$ cat config.mk
export PLATFORM = sky130hd
export DESIGN_NAME = nextPcStage
export DESIGN_NICKNAME = d
export VERILOG_FILES = /design/src/logic/fetchTypes.sv /design/src/logic/nextPcStage.sv
export VERILOG_INCLUDE_DIRS = /design/src /design/src/logic
export SDC_FILE = /design/constraint.sdc
export NUM_CORES = 1
export LEC_CHECK = 0
export ABC_CLOCK_PERIOD_IN_PS = 5850
export BUFFER_PORTS_ARGS = -buffer_cell sky130_fd_sc_hd__buf_4
export CAP_MARGIN = 20
export CELL_PAD_IN_SITES_DETAIL_PLACEMENT = 0
export CELL_PAD_IN_SITES_GLOBAL_PLACEMENT = 1
export CORE_ASPECT_RATIO = 0.5
export CORE_MARGIN = 1.5
export CORE_UTILIZATION = 36
export CTS_CLUSTER_DIAMETER = 50
export CTS_CLUSTER_SIZE = 24
export DETAILED_ROUTE_END_ITERATION = 12
export PLACE_DENSITY_LB_ADDON = 0.25
export SLEW_MARGIN = 5
export SYNTH_ARGS = -nofsm -noshare
export SYNTH_HDL_FRONTEND = slang
export SYNTH_SLANG_ARGS = --single-unit
$ cat constraint.sdc
create_clock -name clk -period 5.85 [get_ports clk]
set_input_delay 1.755 -clock clk [delete_from_list [all_inputs] [get_ports clk]]
set_output_delay 1.755 -clock clk [all_outputs]
set_load 0.05 [all_outputs]
$ cat src/logic/fetchUnit_defs.svh
//////////////////////////////////////////////////
// Fetch front end configuration macros
// Lane count, address and instruction sizes
// Cache and predictor sizes, reset vector
//////////////////////////////////////////////////
`ifndef FETCH_UNIT_DEFS_SVH
`define FETCH_UNIT_DEFS_SVH

// Lanes per fetch group
`define FETCH_WIDTH 2
// Address and instruction sizes
`define ADDR_WIDTH  32
`define INSN_BYTES  4
// Storage sizes
`define IC_LINES    16
`define BP_ENTRIES  32
// First fetch address on a group boundary
`define RESET_PC    32'h0000_1000

`endif

$ cat src/logic/fetchTypes.sv
//////////////////////////////////////////////////
// Package fetchTypes
// Vector types for PCs, instructions, cache lines
// State encoding of the refill FSM
//////////////////////////////////////////////////
`include "fetchUnit_defs.svh"

package fetchTypes;

    // Fetch address, also the physical address
    typedef logic [`ADDR_WIDTH-1:0] pcT;

    // One instruction word
    typedef logic [`INSN_BYTES*8-1:0] insnT;

    // One cache line holds a whole fetch group
    // Lane 0 sits in the low word
    typedef logic [`FETCH_WIDTH*`INSN_BYTES*8-1:0] lineT;

    // Refill FSM of the pipeline control
    typedef enum logic [1:0] {
        idle,
        missWait,
        refill
    } ctrlStateT;

endpackage

$ cat src/logic/nextPcStage.sv
//////////////////////////////////////////////////
// Next-PC stage
// Fetch PC register and next fetch address choice
//////////////////////////////////////////////////
`include "fetchUnit_defs.svh"

module nextPcStage import fetchTypes::*; (
    input  logic clk,
    input  logic rstN,
    input  logic stall,
    input  logic clear,
    input  logic beRedirect,
    input  pcT   beRedirectPc,
    input  logic fetchRedirect,
    input  pcT   fetchRedirectPc,
    output logic groupValid,
    output pcT   groupPc,
    output logic groupStartLane
);

    localparam int GroupBytes = `FETCH_WIDTH * `INSN_BYTES;
    localparam int LaneBits = $clog2(`INSN_BYTES);

    pcT   pcReg;
    pcT   nextPc;
    logic started;

    // Group base drives both fetch and the predictor
    assign groupPc = pcReg & ~pcT'(GroupBytes - 1);
    // Entry into the second word leaves lane 0 empty
    assign groupStartLane = pcReg[LaneBits];
    // Fall-through group is dropped behind a taken branch
    // A back-end redirect kills the wrong-path group here too
    assign groupValid = started && !fetchRedirect && !clear;

    // Back end first, then predicted target, then next group
    always_comb begin
        if (beRedirect) begin
            nextPc = beRedirectPc;
        end else if (fetchRedirect) begin
            nextPc = fetchRedirectPc;
        end else begin
            nextPc = groupPc + pcT'(GroupBytes);
        end
    end

    always_ff @(posedge clk or negedge rstN) begin
        if (!rstN) begin
            pcReg <= `RESET_PC;
            started <= 1'b0;
        end else if (!started) begin
            // Reset vector becomes a live group one cycle after release
            started <= 1'b1;
        end else if (!stall) begin
            pcReg <= nextPc;
        end
    end

    // Every loaded fetch address stays on a word boundary
    pcAlignedA: assert property (@(posedge clk) disable iff (!rstN)
        started && !stall |=> pcReg[LaneBits-1:0] == '0);

endmodule

; Word level (Yosys, flattened, before mapping)
; Index checks and enable logic that the tools add are counted.
[op_classes]
addsub = 1
bitwise_logic = 1
n_mux = 2
n_reduce_logical = 5
[op_table]
columns = cell, n
row1 = $mux 32, 2
row2 = $add 32x4->32 const B, 1
row3 = $logic_and 1x1->1, 2
row4 = $logic_not 1->1, 2
row5 = $reduce_and 2->1, 1
row6 = $not 1->1, 1
[word_totals]
out_inout_bits = 34
ff_bits = 33
input_bits = 70
elab_cells = 11

; Longest topological paths before layout
; Gate-level depths: netlist of the first run.
[depth]
ltp_word = 3
ltp_mapped = 7
depth_no_buf = 6

; Worst setup path before layout of the first run
; Ideal clock, no wire load.
[synth_timing]
kind = input-to-output
startpoint = input fetchRedirect
endpoint = output groupValid
stages = 3
arrival_time_ns = 3.336
t_required_ns = 4.095
path_slack_ns = 0.759
path_buffers = 2
path_cell_list = clkbuf_1 clkbuf_1 nor3b_1
[synth_via]
elab_chain_cells = 3
[synth_rtl]
columns = element, line
row1 = "start, declared", nextPcStage.sv:14  ; input logic fetchRedirect,
row2 = $logic_not 1->1, nextPcStage.sv:34  ; assign groupValid = started && !fetchRedirect && !clear;
row3 = $logic_and 1x1->1 (2 in series), nextPcStage.sv:34
row4 = "end, declared", nextPcStage.sv:16  ; output logic groupValid,
; Every way passes these cells.

; Worst setup path after layout of the first run
; Ends and elaborated chain as after synthesis.

==> run summary, run 1 <==
CTS resizes - 0
Worst setup path end - groupValid
# nets final - 452
TritonCTS clock tree - built
Avg WL per Cell - 17.4 um
Status - finished clean
Worst-path clk slew - 50 ps
R2R cell count - 5
Remaining antenna violation count - 0
Minimum clock period after layout - 4210 ps
Slew margin rel. - 0.383
Switching part of the total - 0.403
FMAX - 238 MHz
Final core utilization - 0.525
Final Instance Count excl. Fillers - 470
Pin count of the biggest net entering global routing - 41
Die ar. - 0.00693 mm2
WHS - 519 ps
Comb power frac - 0.378
GR Overflow Total - 0
Clock power frac - 0.295
CP startpoint kind - input port
Core ar. - 0.00613 mm2
Pre-CTS setup slack - 1650 ps
Peak VDD IR - 0.113 mV
Critical path required time - 4090 ps
# diodes - 0
Total track usage - 0.245
Placed Area - 0.00306 mm2
Via count - 2,739
Most used flip-flop cell after synthesis - dfrtp_1
Vias in the first global route - 2,622
Routability cong. - 0.858
CTS Hold Bufs - 0
Post-Route WL - 8.20 mm
Max H-tree Level - 2
P_int - 0.558 mW
Crit path kind - input port to output pin
Die H - 59.6 um
Reg2reg setup slack - 3630 ps
Syn Inst Count - 296
PwrDens - 290 mW/mm2
Vias per inst - 5.83
Most frequent cells in the layout - buf_4, a21oi_1, dfrtp_1
Die width - 116 um
Dpl hpwl - 5.74 mm
First-pass DRT Iterations - 4
Max cap viols - 0
Post-synth EDFFs - 0
Worst Tran Pin Value - 925 ps
DRC - 0
Distinct cell type count after synthesis - 54
Commonest non-fill, non-tap cell in the layout - buf_4
Placed Cells - 462
CP arrival - 2450 ps
Initial antenna violation count - 0
Synth Area per Inst - 7.80 um2
Static Leakage - 1.37 nW
Sequential Power Share - 0.327
I/O pin cnt - 104
Fin. Hold Viols - 0
Setup bufs post-CTS - 0
CP Launch Point - fetchRedirect
Register area share after synthesis - 0.336
CP Max Fanout - 32
Final setup viols - 0
Sw power - 0.377 mW
Setup crit end kind - output pin
Share of cells above drive strength 1 - 0.304
Synthesized cell area - 0.00231 mm2
RSZ-0062 raised after global routing - false
Final Power - 0.935 mW
Synth warnings - 0
Period Utilization, post-route - 0.719
Final Worst Setup Slack - 1640 ps
Initial Util - 0.377
Clk_lat worst skew - 280 ps
Setup TNS - 0 ps
Worst min-delay path class - flop to flop
Design area - 0.00322 mm2
CTS Buf Count - 5
Register bit count reported by yosys - 31
Area Overhead vs Synth - 39.4%
Std-Cell Rows - 20
Final slew viol count - 0
Worst r2r dst - pcReg[29]
IO buf count - 96
First-pass GRT wire length - 12.9 mm
Reg-to-Reg Start - pcReg[5]
Clock Root Buffer - clkbuf_16
Asr flop ratio synth - 1.00
Iter 0 DRT Violations - 149
CTS sink count - 31
Clock Path Buffers - 2
Worst clock skew - 5.79 ps
[power by group through the flow]
stage          combinational, mW  sequential (mW)  clock, mW
6_report                   0.354            0.305      0.276
5_1_grt                    0.378            0.312      0.292
4_1_cts                    0.355            0.304      0.279
3_5_place_dp               0.354            0.307          0
3_3_place_gp               0.348            0.306          0
2_1_floorplan              0.111            0.417          0
[state kept, by name, indices dropped and copies added, names as in the netlist]
signal	count
pcReg	30
started	1
[layout make-up]
cell class	instances	area (um2)
Fill cell	612	2910
Multi-Input combinational cell	238	1410
Sequential cell	31	777
Timing Repair Buffer	99	743
Clock buffer	8	156
Tap cell	88	110
Inverter	6	22.5
[cells in the mapped netlist, drive strengths merged (3+ instances only)]
cell type	instances	area [um2]
or4	4	33.8
o22a	5	45.0
nand3	17	90.1
xor2	3	26.3
and4	3	26.3
nand4	6	37.5
nor3	3	15.0
clkbuf	17	63.8
o21ai	25	125
or3	3	18.8
nand2	19	71.3
o211ai	4	30.0
a31oi	5	31.3
nor4	7	43.8
o22ai	12	75.1
nand2b	3	18.8
a221oi	3	26.3
xnor2	8	70.1
a21oi	50	250
inv	5	18.8
o31a	3	28.8
buf	6	42.5
nor2	18	67.6
dfrtp	30	751
mux2i	3	30.0
and3	11	71.3
[worst max-delay path, stage by stage]
cell,delay (ps)
buf_4,230
nor3b_1,230
buf_4,230
[metal layers]
metal  up-vias  global-route usage  wire length (um)
met1      1300               0.337              3630
met4         0              0.0662               135
met2       136               0.400              3720
met3        14              0.0481               713
li1       1289                   -                 -
met5         -                   0                 0
[logic make-up after synthesis]
group | count (synthesis) | share of synthesized area
xor+xnor | 11 | 0.0417
fa+ha+maj | 1 | 0.00542
simple gates | 99 | 0.229
mux | 3 | 0.0130
other cells | 2 | 0.00325
flops | 31 | 0.336
buf+inv | 29 | 0.0558
compound gates | 120 | 0.316
[worst min path at each step]
stage                   start        end  cells past startpoint
CTS                  pcReg[2]   pcReg[2]                      2
global route        pcReg[18]  pcReg[18]                      1
global placement     pcReg[2]   pcReg[2]                      2
finish               pcReg[2]   pcReg[2]                      2
detailed placement   pcReg[2]   pcReg[2]                      2
floorplan           pcReg[12]  pcReg[12]                      2
No activity file was read; power rests on OpenSTA's default activity.
==> inputs of run 2 (changes only) <==
--- a/config.mk
+++ b/config.mk
@@ -6,14 +6,14 @@
 export SDC_FILE = /design/constraint.sdc
 export NUM_CORES = 1
 export LEC_CHECK = 0
-export ABC_CLOCK_PERIOD_IN_PS = 5850
+export ABC_CLOCK_PERIOD_IN_PS = 3550
 export BUFFER_PORTS_ARGS = -buffer_cell sky130_fd_sc_hd__buf_4
 export CAP_MARGIN = 20
 export CELL_PAD_IN_SITES_DETAIL_PLACEMENT = 0
 export CELL_PAD_IN_SITES_GLOBAL_PLACEMENT = 1
 export CORE_ASPECT_RATIO = 0.5
 export CORE_MARGIN = 1.5
-export CORE_UTILIZATION = 36
+export CORE_UTILIZATION = 30
 export CTS_CLUSTER_DIAMETER = 50
 export CTS_CLUSTER_SIZE = 24
 export DETAILED_ROUTE_END_ITERATION = 12
==> constraint.sdc (replaced) <==
create_clock -name clk -period 3.55 [get_ports clk]
set_input_delay 1.065 -clock clk [delete_from_list [all_inputs] [get_ports clk]]
set_output_delay 1.065 -clock clk [all_outputs]
set_load 0.05 [all_outputs]
==> run summary, run 2 (synthesis results as in run 1) <==
Status - finished clean
Clk_lat worst skew - 280 ps (about the same)
Crit path kind - input port to output pin
Setup TNS - 0 ps (unchanged)
Die ar. - 0.00827 mm2 (+19%)
CTS Hold Bufs - 0 (unchanged)
FMAX - 373 MHz
Final Instance Count excl. Fillers - 485 (+3.2%)
PwrDens - 472 mW/mm2 (+62%)
Met1 wire length - 3.95 mm (+8.6%)
Crit path largest cell delay - 210 ps (-20 ps)
TritonCTS clock tree - built
Static Leakage - 1.41 nW (+2.6%)
Std-Cell Rows - 22 (+10%)
CTS Buf Count - 5 (unchanged)
Slew margin rel. - 0.623 (+0.239)
Critical path required time - 2480 ps (-1610 ps)
Vias per inst - 5.65 (-3.1%)
Final slew viol count - 0 (unchanged)
Period Utilization, post-route - 0.756
CP arrival - 1620 ps (-830 ps)
Most frequent cells in the layout - buf_4, a21oi_1, dfrtp_1
# diodes - 0 (unchanged)
Max cap viols - 0 (unchanged)
Worst clock skew - 4.46 ps (-1.32 ps)
CP Buf/Inv Count - 2 (unchanged)
Total track usage - 0.208 (-0.0372)
Max reg flops - 30 (unchanged)
DRC - 0 (unchanged)
GR Overflow Total - 0 (unchanged)
Setup bufs post-CTS - 0 (unchanged)
Clock Root Buffer - clkbuf_16
Die H - 65.0 um (+9.1%)
Initial Util - 0.312 (-0.0648)
Routability cong. - 0.811 (-5.4%)
Dpl hpwl - 6.24 mm (+8.8%)
CTS resizes - 0 (unchanged)
Post-Route WL - 8.51 mm (+3.7%)
Pin count of the biggest net entering global routing - 39 (-4.9%)
First-pass GRT wire length - 13.4 mm (+3.5%)
# nets final - 459 (+1.5%)
Minimum clock period after layout - 2680 ps
Die width - 127 um (+9.3%)
Area Overhead vs Synth - 42.4%
Via count - 2,740 (+0.037%)
Core ar. - 0.00740 mm2 (+21%)
Worst min-delay path class - flop to flop
Setup crit end kind - output pin
Met2 WL - 3.87 mm (+4.0%)
Met3 WL - 618 um (-13%)
Worst-path clk slew - 50 ps (about the same)
Cell family contributing the most delay on the critical path - buffers and inverters
Initial antenna violation count - 0 (unchanged)
First-pass DRT Iterations - 4 (unchanged)
CTS sink count - 31 (unchanged)
Slowest cell on crit path - buf_4
Share of cells above drive strength 1 - 0.319 (+0.0151)
Reg with most FFs - pcReg
IO buf count - 96 (unchanged)
Commonest non-fill, non-tap cell in the layout - buf_4
I/O pin cnt - 104 (unchanged)
CP startpoint kind - input port
CP Max Fanout - 8 (-75%)
Worst Tran Pin Value - 564 ps (-361 ps)
Biggest regs - pcReg (30), started (1)
Final setup viols - 0 (unchanged)
Critical path's most frequent cell - buf_4
Iter 0 DRT Violations - 134 (-10%)
Peak VDD IR - 0.179 mV (+58%)
RSZ-0062 raised after global routing - false
Placed Cells - 477 (+3.2%)
Max H-tree Level - 2 (unchanged)
Avg WL per Cell - 17.5 um (+0.53%)
DR top layer - met4
Clock Path Buffers - 2 (unchanged)
Vias in the first global route - 2,678 (+2.1%)
Worst-path cell chain - buf_4 -> nor3b_2 -> buf_4
Remaining antenna violation count - 0 (unchanged)
Fin. Hold Viols - 0 (unchanged)
## run 2: path summary, 6_finish.rpt
path	slack [ps]	end	startpoint	cells past startpoint
min in group asynchronous	730	pcReg[4]	rstN	1
max reg2reg	1330	pcReg[29]	pcReg[5]	5
min	520	pcReg[2]	pcReg[2]	2
min reg2reg	520	pcReg[2]	pcReg[2]	2
max	870	groupValid	fetchRedirect	3
max in group asynchronous	2490	pcReg[12]	rstN	1
## run 2: metrics by stage
step / power [mW] / setup slack (ps) / cell area (um2) / hold slack (ps) / utilization
finish: 1.55 / 867 / 3290 / 521 / 0.444
global route: 1.62 / 850 / 3290 / 568 / 0.444
CTS: 1.55 / 871 / 3290 / 524 / 0.444
detailed placement: 1.10 / 871 / 3130 / 512 / 0.423
global placement: 1.09 / 858 / 3130 / 501 / 0.423
floorplan: 0.870 / 327 / 2320 / 681 / -
## run 2: tightest hold or removal path, delay by kind of cell, from the launching register on
family	cells	cell delay, ps
DFF	1	340
and+or+nand+nor	2	140
## run 2: per-layer routing
| metal | vias to the layer above | GRT usage |
|---|---|---|
| li1 | 1300 | - |
| met1 | 1325 | 0.287 |
| met2 | 106 | 0.348 |
| met3 | 9 | 0.0372 |
| met4 | 0 | 0.0355 |
| met5 | - | 0 |
## run 2: cell type report
class / count / area, um2
multi-input combinational: 238 / 1420
timing repair buffer: 106 / 796
clock buffer: 8 / 156
tap: 96 / 120
fill: 758 / 4120
inverter: 6 / 22.5
sequential: 31 / 777
## run 2: where the power goes
group	switching (mW)	internal, mW
clock	0.159	0.299
sequential	0.0926	0.412
combinational	0.374	0.214
total	0.626	0.925
==> inputs of run 3 (changes only) <==
--- a/config.mk
+++ b/config.mk
@@ -6,7 +6,7 @@
 export SDC_FILE = /design/constraint.sdc
 export NUM_CORES = 1
 export LEC_CHECK = 0
-export ABC_CLOCK_PERIOD_IN_PS = 3550
+export ABC_CLOCK_PERIOD_IN_PS = 2200
 export BUFFER_PORTS_ARGS = -buffer_cell sky130_fd_sc_hd__buf_4
 export CAP_MARGIN = 20
 export CELL_PAD_IN_SITES_DETAIL_PLACEMENT = 0
==> constraint.sdc (replaced) <==
create_clock -name clk -period 2.2 [get_ports clk]
set_input_delay 0.66 -clock clk [delete_from_list [all_inputs] [get_ports clk]]
set_output_delay 0.66 -clock clk [all_outputs]
set_load 0.05 [all_outputs]
==> run summary, run 3 (synthesis results as in run 1) <==
IO buf count - 96 (unchanged)
First-pass DRT Iterations - 4 (unchanged)
TritonCTS clock tree - built
Clock Path Buffers - 2 (unchanged)
Std-Cell Rows - 22 (unchanged)
Die H - 65.0 um (unchanged)
Clk_lat worst skew - 280 ps (about the same)
Setup bufs post-CTS - 0 (unchanged)
Area Overhead vs Synth - 49.9%
Worst clock skew - 4.52 ps (+0.0629 ps)
Crit path kind - flop to flop
GR Overflow Total - 0 (unchanged)
Reg2reg setup slack - 70 ps (-1260 ps)
Die width - 127 um (unchanged)
Max H-tree Level - 2 (unchanged)
Vias in the first global route - 2,659 (-0.71%)
Comb power frac - 0.404 (+0.025)
Busiest grt layer - met2
Slew margin rel. - 0.656 (+0.0338)
Peak VDD IR - 0.330 mV (+84%)
CTS sink count - 31 (unchanged)
CTS Buf Count - 5 (unchanged)
Post-Route WL - 8.88 mm (+4.3%)
Vias per inst - 5.55 (-1.8%)
Max reg flops - 30 (unchanged)
M1 GR Usage - 0.307 (+0.0203)
Remaining antenna violation count - 0 (unchanged)
Core ar. - 0.00740 mm2 (unchanged)
# nets final - 474 (+3.3%)
DRC - 0 (unchanged)
Via count - 2,774 (+1.2%)
Sequential Power Share - 0.308 (-0.018)
Max cap viols - 0 (unchanged)
CP Max Fanout - 7 (-1)
Minimum clock period after layout - 2130 ps
Most frequent cells in the layout - buf_4, a21oi_1, o21ai_0, dfrtp_1, nand2_1
Final Power - 2.58 mW (+66%)
Period Utilization, post-route - 0.968
Reg with most FFs - pcReg
Slowest cell on crit path - dfstp_4
I/O pin cnt - 104 (unchanged)
Met2 usage - 0.345 (-0.00272)
CP startpoint kind - flop
Iter 0 DRT Violations - 250 (+87%)
Crit path largest cell delay - 630 ps (+420 ps)
Fin. Hold Viols - 0 (unchanged)
Sw power - 1.04 mW (+66%)
Clock power frac - 0.288 (-0.007)
Initial antenna violation count - 0 (unchanged)
# diodes - 0 (unchanged)
First-pass GRT wire length - 13.7 mm (+2.4%)
Avg WL per Cell - 17.8 um (+1.2%)
Commonest non-fill, non-tap cell in the layout - buf_4
RSZ-0062 raised after global routing - true
Worst Tran Pin Value - 513 ps (-50.4 ps)
Critical path required time - 2350 ps (-130 ps)
P_int - 1.54 mW (+66%)
Final slew viol count - 0 (unchanged)
Setup crit end kind - flop
Static Leakage - 1.49 nW (+5.4%)
GR Util met3 - 0.0380 (+0.000826)
PwrDens - 744 mW/mm2 (+58%)
Setup TNS - 0 ps (unchanged)
Final core utilization - 0.468 (+0.0237)
Status - finished clean
Final setup viols - 0 (unchanged)
Total track usage - 0.216 (+0.00825)
Dpl hpwl - 6.52 mm (+4.5%)
Pin count of the biggest net entering global routing - 32 (-18%)
Worst-path clk slew - 50 ps (about the same)
Worst min-delay path class - input port to async pin
Share of cells above drive strength 1 - 0.361 (+0.0426)
Initial Util - 0.312 (unchanged)
Routability cong. - 0.845 (+4.1%)
Die ar. - 0.00827 mm2 (unchanged)
CP arrival - 2280 ps (+660 ps)
CP Buf/Inv Count - 0 (-2)
Switching part of the total - 0.403 (-0.000778)
CTS Hold Bufs - 0 (unchanged)
Clock Root Buffer - clkbuf_16
Worst-path cell chain - nand3_4 -> or4_4 -> o31a_2 -> o311ai_1 -> o211ai_1
Cell family contributing the most delay on the critical path - simple AND/OR/NAND/NOR gates
Biggest regs - pcReg (30), started (1)
CTS resizes - 0 (unchanged)
FMAX - 470 MHz
run 3: area by class of cell:
| cell class | count | area, um2 |
|---|---|---|
| fill | 743 | 3940 |
| multi-input combinational | 239 | 1450 |
| timing repair buffer | 120 | 926 |
| sequential | 31 | 787 |
| clock buffer | 8 | 156 |
| tap | 96 | 120 |
| inverter | 6 | 22.5 |
run 3: path summary, 6_finish.rpt:
check | to | start | cells past startpoint
max reg2reg | pcReg[27] | pcReg[12] | 5
min in group clk | pcReg[2] | pcReg[2] | 2
min reg2reg | pcReg[2] | pcReg[2] | 2
max | pcReg[27] | pcReg[12] | 5
max in group asynchronous | pcReg[17] | rstN | 1
min | pcReg[8] | rstN | 1
run 3: power by group through the flow:
stage | registers, mW | clock network [mW] | logic, mW
after floorplan | 1.12 | 0 | 0.298
after global placement | 0.795 | 0 | 1.03
after detailed placement | 0.798 | 0 | 1.04
after CTS | 0.790 | 0.753 | 1.04
after global routing | 0.808 | 0.779 | 1.11
final | 0.793 | 0.742 | 1.04
run 3: per-stage QoR:
| step | cells | setup slack [ps] | hold WS, ps | area (um2) |
|---|---|---|---|---|
| after floorplan | 298 | -24.1 | 364 | 2350 |
| after CTS | 499 | 63.8 | 340 | 3440 |
| final | 500 | 71.0 | 328 | 3460 |
| after global routing | 500 | -2.03 | 366 | 3460 |
| after global placement | 491 | 95.0 | 497 | 3290 |
| after detailed placement | 491 | 78.2 | 507 | 3290 |
run 3: layer usage:
layer	part of all wire	vias up
li1	-	1334
met1	0.46	1332
met2	0.45	106
met3	0.080	2
met4	0.0036	0
met5	0	-
